$ cat src/source/addrgen_consts.svh
// widths, apb register offsets, command and status bits, register reset values
`ifndef ADDRGEN_CONSTS_SVH
`define ADDRGEN_CONSTS_SVH

// datapath widths
`define ADDRGEN_AW  32 // byte address and apb data
`define ADDRGEN_CW  32 // overall and dimension counters
`define ADDRGEN_PAW 12 // apb address

// register byte offsets
`define ADDRGEN_REG_CTRL      12'h000
`define ADDRGEN_REG_STATUS    12'h004
`define ADDRGEN_REG_BASE      12'h008
`define ADDRGEN_REG_TOT_LEN   12'h00C
`define ADDRGEN_REG_D0_LEN    12'h010
`define ADDRGEN_REG_D1_LEN    12'h014
`define ADDRGEN_REG_D2_LEN    12'h018
`define ADDRGEN_REG_D0_STRIDE 12'h01C
`define ADDRGEN_REG_D1_STRIDE 12'h020
`define ADDRGEN_REG_D2_STRIDE 12'h024
`define ADDRGEN_REG_D3_STRIDE 12'h028
`define ADDRGEN_REG_DIM_EN    12'h02C

// ctrl command bits, write-one
`define ADDRGEN_CTRL_START_BIT 0
`define ADDRGEN_CTRL_CLEAR_BIT 1

// status bits
`define ADDRGEN_STATUS_BUSY_BIT 0
`define ADDRGEN_STATUS_DONE_BIT 1

// reset values of the configuration registers
`define ADDRGEN_CFG_RESET    32'h0000_0000
`define ADDRGEN_DIM_EN_RESET 3'b000

`endif

$ cat src/source/addrgen_pkg.sv
// addrgen_pkg: address, counter, stride and dimension mask types
`default_nettype none

`include "addrgen_consts.svh"

package addrgen_pkg;

  // byte address on the stream, wraps modulo 2^AW
  typedef logic [`ADDRGEN_AW-1:0] addr_t;

  // transaction count, used for tot_len, the dimension lengths
  // and all internal counters
  typedef logic [`ADDRGEN_CW-1:0] cnt_t;

  // byte stride per dimension, two's complement so a dimension can walk backwards
  typedef logic signed [`ADDRGEN_AW-1:0] stride_t;

  // bit k enables the wrap of dimension k
  // 000 -> 1-d stream on d0 only
  // 001 -> d0 wraps into d1
  // 011 -> d0, d1 wrap into d2
  // 111 -> full 4-d nest, d2 wraps into d3
  typedef logic [2:0] dim_en_t;

endpackage

`default_nettype wire

$ cat src/source/addrgen_apb_regs.sv
// apb slave with configuration registers, ctrl pulses and sticky done status
`timescale 1ns/1ps
`default_nettype none

`include "addrgen_consts.svh"

module addrgen_apb_regs (
  input  logic                    clk_i,
  input  logic                    rst_ni,
  // apb slave
  input  logic                    apb_psel_i,
  input  logic                    apb_penable_i,
  input  logic                    apb_pwrite_i,
  input  logic [`ADDRGEN_PAW-1:0] apb_paddr_i,
  input  logic [`ADDRGEN_AW-1:0]  apb_pwdata_i,
  output logic [`ADDRGEN_AW-1:0]  apb_prdata_o,
  output logic                    apb_pready_o,
  output logic                    apb_pslverr_o,
  // configuration towards the loop nest
  output addrgen_pkg::addr_t      base_o,
  output addrgen_pkg::cnt_t       tot_len_o,
  output addrgen_pkg::cnt_t       d0_len_o,
  output addrgen_pkg::cnt_t       d1_len_o,
  output addrgen_pkg::cnt_t       d2_len_o,
  output addrgen_pkg::stride_t    d0_stride_o,
  output addrgen_pkg::stride_t    d1_stride_o,
  output addrgen_pkg::stride_t    d2_stride_o,
  output addrgen_pkg::stride_t    d3_stride_o,
  output addrgen_pkg::dim_en_t    dim_en_o,
  output logic                    start_o,   // one-cycle pulse
  output logic                    clear_o,   // one-cycle pulse
  input  logic                    busy_i,
  input  logic                    done_i     // one-cycle pulse from the loop nest
);

  import addrgen_pkg::*;

  logic                   access;   // apb access phase
  logic                   mapped;   // offset decodes to some register
  logic                   is_cfg;   // offset is a configuration register
  logic                   ctrl_wr;
  logic                   cfg_wr;
  logic [`ADDRGEN_AW-1:0] rdata;
  logic                   done_q;   // sticky done

  addr_t   base_q;
  cnt_t    tot_len_q;
  cnt_t    d0_len_q;
  cnt_t    d1_len_q;
  cnt_t    d2_len_q;
  stride_t d0_stride_q;
  stride_t d1_stride_q;
  stride_t d2_stride_q;
  stride_t d3_stride_q;
  dim_en_t dim_en_q;

  assign access       = apb_psel_i & apb_penable_i;
  assign apb_pready_o = 1'b1; // zero wait states

  // offset decode and read mux
  always_comb begin
    rdata  = '0;
    mapped = 1'b1;
    is_cfg = 1'b1;
    case (apb_paddr_i)
      `ADDRGEN_REG_CTRL:      is_cfg = 1'b0; // command bits read as zero
      `ADDRGEN_REG_STATUS: begin
        is_cfg = 1'b0; // read-only so writes are dropped
        rdata[`ADDRGEN_STATUS_BUSY_BIT] = busy_i;
        rdata[`ADDRGEN_STATUS_DONE_BIT] = done_q;
      end
      `ADDRGEN_REG_BASE:      rdata = base_q;
      `ADDRGEN_REG_TOT_LEN:   rdata = tot_len_q;
      `ADDRGEN_REG_D0_LEN:    rdata = d0_len_q;
      `ADDRGEN_REG_D1_LEN:    rdata = d1_len_q;
      `ADDRGEN_REG_D2_LEN:    rdata = d2_len_q;
      `ADDRGEN_REG_D0_STRIDE: rdata = d0_stride_q;
      `ADDRGEN_REG_D1_STRIDE: rdata = d1_stride_q;
      `ADDRGEN_REG_D2_STRIDE: rdata = d2_stride_q;
      `ADDRGEN_REG_D3_STRIDE: rdata = d3_stride_q;
      `ADDRGEN_REG_DIM_EN:    rdata = `ADDRGEN_AW'(dim_en_q);
      default: begin
        mapped = 1'b0;
        is_cfg = 1'b0;
      end
    endcase
  end

  assign apb_prdata_o  = rdata;
  // unmapped offset or config write during a run
  assign apb_pslverr_o = access & (~mapped | (apb_pwrite_i & is_cfg & busy_i));

  assign cfg_wr  = access & apb_pwrite_i & is_cfg & ~busy_i;
  assign ctrl_wr = access & apb_pwrite_i & (apb_paddr_i == `ADDRGEN_REG_CTRL);

  // clear has priority and start only leaves idle
  assign clear_o = ctrl_wr & apb_pwdata_i[`ADDRGEN_CTRL_CLEAR_BIT];
  assign start_o = ctrl_wr & apb_pwdata_i[`ADDRGEN_CTRL_START_BIT]
                 & ~apb_pwdata_i[`ADDRGEN_CTRL_CLEAR_BIT] & ~busy_i;

  always_ff @(posedge clk_i or negedge rst_ni) begin
    if (!rst_ni) begin
      base_q      <= `ADDRGEN_CFG_RESET;
      tot_len_q   <= `ADDRGEN_CFG_RESET;
      d0_len_q    <= `ADDRGEN_CFG_RESET;
      d1_len_q    <= `ADDRGEN_CFG_RESET;
      d2_len_q    <= `ADDRGEN_CFG_RESET;
      d0_stride_q <= `ADDRGEN_CFG_RESET;
      d1_stride_q <= `ADDRGEN_CFG_RESET;
      d2_stride_q <= `ADDRGEN_CFG_RESET;
      d3_stride_q <= `ADDRGEN_CFG_RESET;
      dim_en_q    <= `ADDRGEN_DIM_EN_RESET;
    end else if (cfg_wr) begin
      case (apb_paddr_i)
        `ADDRGEN_REG_BASE:      base_q      <= addr_t'(apb_pwdata_i);
        `ADDRGEN_REG_TOT_LEN:   tot_len_q   <= cnt_t'(apb_pwdata_i);
        `ADDRGEN_REG_D0_LEN:    d0_len_q    <= cnt_t'(apb_pwdata_i);
        `ADDRGEN_REG_D1_LEN:    d1_len_q    <= cnt_t'(apb_pwdata_i);
        `ADDRGEN_REG_D2_LEN:    d2_len_q    <= cnt_t'(apb_pwdata_i);
        `ADDRGEN_REG_D0_STRIDE: d0_stride_q <= stride_t'(apb_pwdata_i);
        `ADDRGEN_REG_D1_STRIDE: d1_stride_q <= stride_t'(apb_pwdata_i);
        `ADDRGEN_REG_D2_STRIDE: d2_stride_q <= stride_t'(apb_pwdata_i);
        `ADDRGEN_REG_D3_STRIDE: d3_stride_q <= stride_t'(apb_pwdata_i);
        `ADDRGEN_REG_DIM_EN:    dim_en_q    <= dim_en_t'(apb_pwdata_i);
        default: ;
      endcase
    end
  end

  // done stays set until the next start or clear
  always_ff @(posedge clk_i or negedge rst_ni) begin
    if (!rst_ni) begin
      done_q <= 1'b0;
    end else if (start_o || clear_o) begin
      done_q <= 1'b0;
    end else if (done_i) begin
      done_q <= 1'b1;
    end
  end

  assign base_o      = base_q;
  assign tot_len_o   = tot_len_q;
  assign d0_len_o    = d0_len_q;
  assign d1_len_o    = d1_len_q;
  assign d2_len_o    = d2_len_q;
  assign d0_stride_o = d0_stride_q;
  assign d1_stride_o = d1_stride_q;
  assign d2_stride_o = d2_stride_q;
  assign d3_stride_o = d3_stride_q;
  assign dim_en_o    = dim_en_q;

  // a start pulse brings the loop nest out of idle
  a_start_busy: assert property (@(posedge clk_i) disable iff (!rst_ni)
    start_o |=> busy_i)
    else $error("start not followed by busy");

endmodule

`default_nettype wire

$ cat src/source/addrgen_loop_nest.sv
// four-level counter and stride stepping that issues byte addresses
`timescale 1ns/1ps
`default_nettype none

module addrgen_loop_nest (
  input  logic                 clk_i,
  input  logic                 rst_ni,
  input  logic                 start_i,
  input  logic                 clear_i,
  // configuration held stable while busy
  input  addrgen_pkg::addr_t   base_i,
  input  addrgen_pkg::cnt_t    tot_len_i,
  input  addrgen_pkg::cnt_t    d0_len_i,
  input  addrgen_pkg::cnt_t    d1_len_i,
  input  addrgen_pkg::cnt_t    d2_len_i,
  input  addrgen_pkg::stride_t d0_stride_i,
  input  addrgen_pkg::stride_t d1_stride_i,
  input  addrgen_pkg::stride_t d2_stride_i,
  input  addrgen_pkg::stride_t d3_stride_i,
  input  addrgen_pkg::dim_en_t dim_en_i,
  // item stream towards the output buffer
  output addrgen_pkg::addr_t   item_addr_o,
  output logic                 item_valid_o,
  input  logic                 item_ready_i,
  // status
  output logic                 busy_o,
  output logic                 done_o
);

  import addrgen_pkg::*;

  logic  running_q;
  logic  done_q;      // pulse one cycle after the run ends
  logic  accept;      // item taken by the buffer
  logic  last_item;
  logic  finish;

  // dimension offsets relative to base
  addr_t d0_addr_q, d0_addr_d;
  addr_t d1_addr_q, d1_addr_d;
  addr_t d2_addr_q, d2_addr_d;
  addr_t d3_addr_q, d3_addr_d;

  // d3 has no length and never wraps
  cnt_t  d0_cnt_q, d0_cnt_d;
  cnt_t  d1_cnt_q, d1_cnt_d;
  cnt_t  d2_cnt_q, d2_cnt_d;
  cnt_t  ov_cnt_q;    // addresses issued so far
  cnt_t  ov_cnt_inc;

  assign item_valid_o = running_q & (ov_cnt_q != tot_len_i);
  assign accept       = item_valid_o & item_ready_i;
  assign ov_cnt_inc   = ov_cnt_q + cnt_t'(1);
  assign last_item    = accept & (ov_cnt_inc == tot_len_i);
  // second term covers tot_len of zero
  assign finish       = running_q & (last_item | (ov_cnt_q == tot_len_i));

  assign item_addr_o = base_i + d0_addr_q + d1_addr_q + d2_addr_q + d3_addr_q;

  // next dimension state where the first matching level steps
  always_comb begin
    d0_addr_d = d0_addr_q;
    d1_addr_d = d1_addr_q;
    d2_addr_d = d2_addr_q;
    d3_addr_d = d3_addr_q;
    d0_cnt_d  = d0_cnt_q;
    d1_cnt_d  = d1_cnt_q;
    d2_cnt_d  = d2_cnt_q;
    if ((d0_cnt_q < d0_len_i) || !dim_en_i[0]) begin
      d0_addr_d = d0_addr_q + addr_t'(d0_stride_i);
      d0_cnt_d  = d0_cnt_q + cnt_t'(1);
    end else if ((d1_cnt_q < d1_len_i) || !dim_en_i[1]) begin
      d0_addr_d = '0;
      d0_cnt_d  = cnt_t'(1);
      d1_addr_d = d1_addr_q + addr_t'(d1_stride_i);
      d1_cnt_d  = d1_cnt_q + cnt_t'(1);
    end else if ((d2_cnt_q < d2_len_i) || !dim_en_i[2]) begin
      d0_addr_d = '0;
      d1_addr_d = '0;
      d0_cnt_d  = cnt_t'(1);
      d1_cnt_d  = cnt_t'(1);
      d2_addr_d = d2_addr_q + addr_t'(d2_stride_i);
      d2_cnt_d  = d2_cnt_q + cnt_t'(1);
    end else begin
      // all inner levels wrapped so the outer dimension steps
      d0_addr_d = '0;
      d1_addr_d = '0;
      d2_addr_d = '0;
      d0_cnt_d  = cnt_t'(1);
      d1_cnt_d  = cnt_t'(1);
      d2_cnt_d  = cnt_t'(1);
      d3_addr_d = d3_addr_q + addr_t'(d3_stride_i);
    end
  end

  always_ff @(posedge clk_i or negedge rst_ni) begin
    if (!rst_ni) begin
      running_q <= 1'b0;
      done_q    <= 1'b0;
      d0_addr_q <= '0;
      d1_addr_q <= '0;
      d2_addr_q <= '0;
      d3_addr_q <= '0;
      d0_cnt_q  <= cnt_t'(1);
      d1_cnt_q  <= cnt_t'(1);
      d2_cnt_q  <= cnt_t'(1);
      ov_cnt_q  <= '0;
    end else if (clear_i) begin
      running_q <= 1'b0; // back to idle with counters reloaded on start
      done_q    <= 1'b0;
    end else if (start_i) begin
      running_q <= 1'b1;
      done_q    <= 1'b0;
      d0_addr_q <= '0;
      d1_addr_q <= '0;
      d2_addr_q <= '0;
      d3_addr_q <= '0;
      d0_cnt_q  <= cnt_t'(1);
      d1_cnt_q  <= cnt_t'(1);
      d2_cnt_q  <= cnt_t'(1);
      ov_cnt_q  <= '0;
    end else begin
      done_q <= finish;
      if (finish) begin
        running_q <= 1'b0;
      end
      if (accept) begin // frozen under back-pressure
        d0_addr_q <= d0_addr_d;
        d1_addr_q <= d1_addr_d;
        d2_addr_q <= d2_addr_d;
        d3_addr_q <= d3_addr_d;
        d0_cnt_q  <= d0_cnt_d;
        d1_cnt_q  <= d1_cnt_d;
        d2_cnt_q  <= d2_cnt_d;
        ov_cnt_q  <= ov_cnt_inc;
      end
    end
  end

  assign busy_o = running_q;
  assign done_o = done_q;

  // issue count never runs past tot_len during a run
  a_count_bound: assert property (@(posedge clk_i) disable iff (!rst_ni)
    busy_o |-> (ov_cnt_q <= tot_len_i))
    else $error("issue count exceeded tot_len");

endmodule

`default_nettype wire

$ cat src/source/addrgen_out_buf.sv
// two-entry registered valid/ready buffer on the address stream
`timescale 1ns/1ps
`default_nettype none

module addrgen_out_buf (
  input  logic               clk_i,
  input  logic               rst_ni,
  input  logic               clear_i,      // drops both entries
  // from the loop nest
  input  addrgen_pkg::addr_t in_addr_i,
  input  logic               in_valid_i,
  output logic               in_ready_o,
  // address stream
  output addrgen_pkg::addr_t addr_o,
  output logic               addr_valid_o,
  input  logic               addr_ready_i
);

  import addrgen_pkg::*;

  logic  head_valid_q;   // entry driving the stream
  logic  tail_valid_q;   // overflow entry set only on a stall
  addr_t head_q;
  addr_t tail_q;
  logic  push;
  logic  pop;

  // ready depends on state only and not on addr_ready_i
  assign in_ready_o = ~tail_valid_q;
  assign push       = in_valid_i & in_ready_o;
  assign pop        = head_valid_q & addr_ready_i;

  always_ff @(posedge clk_i or negedge rst_ni) begin
    if (!rst_ni) begin
      head_valid_q <= 1'b0;
      tail_valid_q <= 1'b0;
    end else if (clear_i) begin
      head_valid_q <= 1'b0;
      tail_valid_q <= 1'b0;
    end else if (pop) begin
      if (tail_valid_q) begin
        tail_valid_q <= 1'b0;  // tail moves up and head stays valid
      end else begin
        head_valid_q <= push;  // pass-through at full rate
      end
    end else if (push) begin
      if (head_valid_q) begin
        tail_valid_q <= 1'b1;
      end else begin
        head_valid_q <= 1'b1;
      end
    end
  end

  // payload path
  always_ff @(posedge clk_i) begin
    if (pop && tail_valid_q) begin
      head_q <= tail_q;
    end else if (push && (pop || !head_valid_q)) begin
      head_q <= in_addr_i;
    end else if (push) begin
      tail_q <= in_addr_i;
    end
  end

  assign addr_o       = head_q;
  assign addr_valid_o = head_valid_q;

  // overflow entry only ever sits behind a valid head
  a_tail_behind_head: assert property (@(posedge clk_i) disable iff (!rst_ni)
    tail_valid_q |-> head_valid_q)
    else $error("overflow entry held without a head entry");

  // stream rule holds until the transfer unless cleared
  a_stream_hold: assert property (@(posedge clk_i) disable iff (!rst_ni)
    (addr_valid_o && !addr_ready_i && !clear_i) |=> (addr_valid_o && $stable(addr_o)))
    else $error("address changed or dropped under back-pressure");

endmodule

`default_nettype wire

$ cat src/source/addrgen_top.sv
// addrgen_top: apb registers, loop nest and output buffer of the strided address generator
`timescale 1ns/1ps
`default_nettype none

`include "addrgen_consts.svh"

module addrgen_top (
  input  logic                    clk_i,
  input  logic                    rst_ni,
  // apb slave
  input  logic                    apb_psel_i,
  input  logic                    apb_penable_i,
  input  logic                    apb_pwrite_i,
  input  logic [`ADDRGEN_PAW-1:0] apb_paddr_i,
  input  logic [`ADDRGEN_AW-1:0]  apb_pwdata_i,
  output logic [`ADDRGEN_AW-1:0]  apb_prdata_o,
  output logic                    apb_pready_o,
  output logic                    apb_pslverr_o,
  // address stream
  output addrgen_pkg::addr_t      addr_o,
  output logic                    addr_valid_o,
  input  logic                    addr_ready_i
);

  import addrgen_pkg::*;

  addr_t   base;
  cnt_t    tot_len, d0_len, d1_len, d2_len;
  stride_t d0_stride, d1_stride, d2_stride, d3_stride;
  dim_en_t dim_en;
  logic    start, clear, busy, done;
  addr_t   item_addr;
  logic    item_valid, item_ready;

  addrgen_apb_regs u_apb_regs (
    .clk_i, .rst_ni,
    .apb_psel_i, .apb_penable_i, .apb_pwrite_i, .apb_paddr_i, .apb_pwdata_i,
    .apb_prdata_o, .apb_pready_o, .apb_pslverr_o,
    .base_o(base), .tot_len_o(tot_len),
    .d0_len_o(d0_len), .d1_len_o(d1_len), .d2_len_o(d2_len),
    .d0_stride_o(d0_stride), .d1_stride_o(d1_stride),
    .d2_stride_o(d2_stride), .d3_stride_o(d3_stride),
    .dim_en_o(dim_en), .start_o(start), .clear_o(clear),
    .busy_i(busy), .done_i(done)
  );

  addrgen_loop_nest u_loop_nest (
    .clk_i, .rst_ni, .start_i(start), .clear_i(clear),
    .base_i(base), .tot_len_i(tot_len),
    .d0_len_i(d0_len), .d1_len_i(d1_len), .d2_len_i(d2_len),
    .d0_stride_i(d0_stride), .d1_stride_i(d1_stride),
    .d2_stride_i(d2_stride), .d3_stride_i(d3_stride),
    .dim_en_i(dim_en),
    .item_addr_o(item_addr), .item_valid_o(item_valid), .item_ready_i(item_ready),
    .busy_o(busy), .done_o(done)
  );

  addrgen_out_buf u_out_buf (
    .clk_i, .rst_ni, .clear_i(clear),
    .in_addr_i(item_addr), .in_valid_i(item_valid), .in_ready_o(item_ready),
    .addr_o, .addr_valid_o, .addr_ready_i
  );

endmodule

`default_nettype wire

$ cat config.mk
export PLATFORM = sky130hd
export DESIGN_NAME = addrgen_top
export DESIGN_NICKNAME = d
export VERILOG_FILES = /design/src/source/addrgen_pkg.sv /design/src/source/addrgen_apb_regs.sv /design/src/source/addrgen_loop_nest.sv /design/src/source/addrgen_out_buf.sv /design/src/source/addrgen_top.sv
export VERILOG_INCLUDE_DIRS = /design/src /design/src/source
export SDC_FILE = /design/constraint.sdc
export NUM_CORES = 2
export LEC_CHECK = 0
export ABC_CLOCK_PERIOD_IN_PS = 5170
export BUFFER_PORTS_ARGS = -buffer_cell sky130_fd_sc_hd__buf_4
export CAP_MARGIN = 20
export CORE_ASPECT_RATIO = 1.25
export CORE_MARGIN = 10
export CORE_UTILIZATION = 35
export CTS_CLUSTER_DIAMETER = 30
export DETAILED_ROUTE_END_ITERATION = 7
export HOLD_SLACK_MARGIN = 0.06
export SLEW_MARGIN = 20
export SYNTH_ARGS = -nofsm -noshare
export SYNTH_HDL_FRONTEND = slang
export SYNTH_SLANG_ARGS = --single-unit
$ cat constraint.sdc
create_clock -name clk_i -period 5.17 [get_ports clk_i]
set_input_delay 0.7755 -clock clk_i [delete_from_list [all_inputs] [get_ports clk_i]]
set_output_delay 0.7755 -clock clk_i [all_outputs]
set_load 0.005 [all_outputs]
==> impl_metrics.json <==
{
  "drv_cap": 0,
  "fin_nets": 4770,
  "core_area_um2": 113400,
  "ys_types": 96,
  "num_clock_sinks": 616,
  "kind_of_capture_point_of_the_worst_setup_path": "flip-flop",
  "design.die.area_um2": 128300,
  "switching_share": 0.2332,
  "ys_warn_count": 0,
  "growth_of_design_area_from_synthesis_to_finish_pct": 18.56,
  "power.net_switching_mw": 3.242,
  "post-cts-setup-buffer-count": 0,
  "mostFrequentLayoutCells": "dfrtp_1, inv_1, nand2_1",
  "post_placement_cell_area_um2": 42760,
  "cts.htree.levels": 4,
  "yosys.area_share.simple": 0.1398,
  "fin_worst_skew_ns": 0.03962,
  "setup-tns-final_ns": 0,
  "detailedRoute.firstPassIterationCount": 6,
  "dominant_combinational_cell_family_by_area_after_synthesis": "compound AO/OA/AOI/OAI gates",
  "fin_total_pwr_mw": 13.90,
  "ys.flop_type": "dfrtp_1",
  "cp_data_arrival_time_ns": 5.42,
  "final_hold_viol_count": 0,
  "worst-path-max-fanout": 4,
  "grt_util_all_layers": 0.2189,
  "power_density_nw_per_um2": 293.1,
  "rsz0062_at_grt": "no",
  "tightest_slew_ns": 1.159,
  "tritoncts.num_buffers": 131,
  "drt-wirelength-per-cell_um": 23.91,
  "largest_area_contributor_in_the_netlist": "dfrtp_1",
  "first_global_vias": 33260,
  "result_of_the_run": "finished clean",
  "timing_worst_setup_path_type": "reg2reg",
  "synth_area_per_cell_um2": 9.460,
  "initialDrtViolationCount": 3031,
  "synth_top_cells_by_area": "dfrtp_1, ha_1, mux2_2, fa_1, edfxtp_1",
  "route.detailed.drc": 0,
  "maxSlewViolCount": 0,
  "crit_slowest_cell": "fa_1",
  "power.combinational.fraction": 0.020,
  "drt_wl_total_um": 142400,
  "crit_path_cell_trace": "inv_1 > fa_1 > inv_1 > fa_1 > inv_1 > fa_1 > inv_1 > ha_1 > o21a_1 > o31a_1 > o2111ai_2 > a211oi_2 > buf_4 > o311ai_2 > buf_4 > o211ai_1 > a311oi_1 > xnor2_1 > mux2_2",
  "cts.reportedPaths.clkPinSlew_ns": 0.05,
  "die_width_um": 322.4,
  "synth_compound_gate_area_share": 0.1739,
  "leading_cell_type_in_the_layout_fill_and_taps_excluded": "dfrtp_1",
  "maxClockFrequency_mhz": 202.8,
  "drtAntennaViolNets": 0,
  "synthMuxAreaShare": 0.05107,
  "slew_headroom": 0.2077,
  "drive_gt1_frac": 0.1482,
  "max-vdd-ir-drop_v": 0.0002459,
  "antenna_found_initial": 11,
  "synth_edf_count": 64,
  "cts_hold_buf": 0,
  "critical_path.startpoint_type": "flip-flop",
  "die_height_um": 398.0,
  "ys_seq_area_frac": 0.3934,
  "final_cell_area_um2": 47430,
  "cts_root_buffer_type": "clkbuf_16",
  "synth-xor-area-share": 0.05386,
  "clk_latency_ns": 0.77,
  "globalRoute.totalOverflow": 0,
  "worstPathRequired_ns": 5.66,
  "cp_slowest_stage_delay_ns": 0.55,
  "initial_cell_density_of_the_core": 0.3526,
  "post-route-period-util": 0.9536,
  "post_syn_nets": 4628,
  "placementRows": 138,
  "clock_path_buffers": 3,
  "fin_crit_ns": 4.930,
  "dp.final_hpwl_um": 108300,
  "synth.cell_area_um2": 40000,
  "global_route_wire_length_before_repair_um": 211800,
  "setup_viol": 0,
  "synth.top_cell.area_share": 0.3434,
  "post_drt_via_cell_ratio": 5.630,
  "postSynthRegisterBits": 616,
  "asyncSetResetFlopFracSynth": 0.8961,
  "sequentialPowerShare": 0.353,
  "power.clock.fraction": 0.627,
  "total_leakage_power_nw": 22.55,
  "cts_tree": "yes",
  "yosys.area_share.adder": 0.1272,
  "cp_common_cell": "inv_1",
  "io_pins": 117,
  "fin_util": 0.4181,
  "portBuffers": 115,
  "vias_post_dr": 33540,
  "routability_driven_placement_congestion_ratio": 0.9633,
  "grt_max_degree": 118,
  "worst_hold_path_type": "in2async",
  "synthCells": 4229,
  "internal-power_mw": 10.66
}
## metal layers
layer	share of wire	wire length (um)	GRT usage
met5	0.00022	32	0
met4	0.053	7585	0.1113
met3	0.067	9568	0.04102
met2	0.48	67710	0.3635
met1	0.40	57520	0.2693
## Yosys cell counts (39+ instances only)
cell	count
a21oi_1	173
nor3_1	66
a221oi_1	40
ha_1	253
nand2_1	423
a21o_1	82
clkbuf_1	138
dfrtp_1	549
o21ai_0	345
mux2_2	177
or3_1	39
fa_1	96
and3_1	62
xor2_1	99
nand3_1	127
inv_1	424
o31ai_1	77
xnor2_1	147
nor2_1	235
nand4_1	39
edfxtp_1	64
a22o_1	58
## worst paths after layout
| kind | slack (ns) | from | end | depth (start not counted) |
|---|---|---|---|---|
| worst max-delay path | 0.24 | u_apb_regs.base_o[4] | u_out_buf.addr_o[31] | 19 |
| worst min-delay path | 0.08 | rst_ni | u_loop_nest.d0_cnt_q[1] | 1 |
| worst max register to register | 0.24 | u_apb_regs.base_o[4] | u_out_buf.addr_o[31] | 19 |
| worst min register to register | 0.50 | u_out_buf.tail_q[11] | u_out_buf.addr_o[11] | 2 |
| max in group asynchronous | 3.81 | rst_ni | u_apb_regs.d3_stride_o[29] | 2 |
| min in group clk_i | 0.28 | addr_ready_i | u_out_buf.tail_valid_q | 2 |
## power groups by stage
| stage | Combinational (mW) | Sequential (mW) | Clock, mW |
|---|---|---|---|
| floorplan | 0.0944 | 4.99 | 0 |
| global placement | 0.280 | 4.99 | 0 |
| detailed placement | 0.281 | 4.99 | 0 |
| CTS | 0.282 | 4.91 | 8.83 |
| global route | 0.309 | 4.90 | 9.06 |
| finish | 0.278 | 4.91 | 8.71 |
## worst max-delay path, delay by kind of cell (launching register included)
kind | cells | cell delay [ns]
AOI/OAI and AO/OA | 7 | 1.48
xor gates and xnor gates | 1 | 0.15
adders and majority gates | 4 | 1.83
buffers and inverters | 6 | 0.57
DFF | 1 | 0.35
muxes | 1 | 0.28
## logic make-up (layout without fill, tap and decap cells)
logic type | count (synthesis) | count (layout)
adders and majority gates | 349 | 349
other | 1 | 7
DFF | 616 | 616
buffers and inverters | 614 | 866
muxes | 182 | 182
xor gates and xnor gates | 246 | 246
and+or+nand+nor | 1158 | 1158
AOI/OAI and AO/OA | 1063 | 1063
## per-stage QoR
step / setup WS, ns / instances / hold WS (ns)
detailed placement: 0.09159 / 5707 / 0.4947
global placement: 0.1126 / 5707 / 0.4871
CTS: 0.05495 / 5950 / 0.1151
finish: 0.2399 / 5957 / 0.07582
floorplan: 0.5999 / 4229 / 0.4662
global route: 0.01976 / 5957 / 0.1277
## area by class of cell
type | instances | area, um2
Antenna cell | 6 | 15.01
Clock buffer | 160 | 3528
Clock inverter | 83 | 1076
Fill cell | 10830 | 66010
Inverter | 424 | 1592
Multi-Input combinational cell | 2999 | 21980
Sequential cell | 616 | 15740
Tap cell | 1470 | 1839
Timing Repair Buffer | 199 | 1659
## timing repair
action                     CTS  global route
gates resized for setup      0             4
setup endpoints to repair    0             3
hold endpoints to repair     0             0
(Power assumes the default switching activity.)
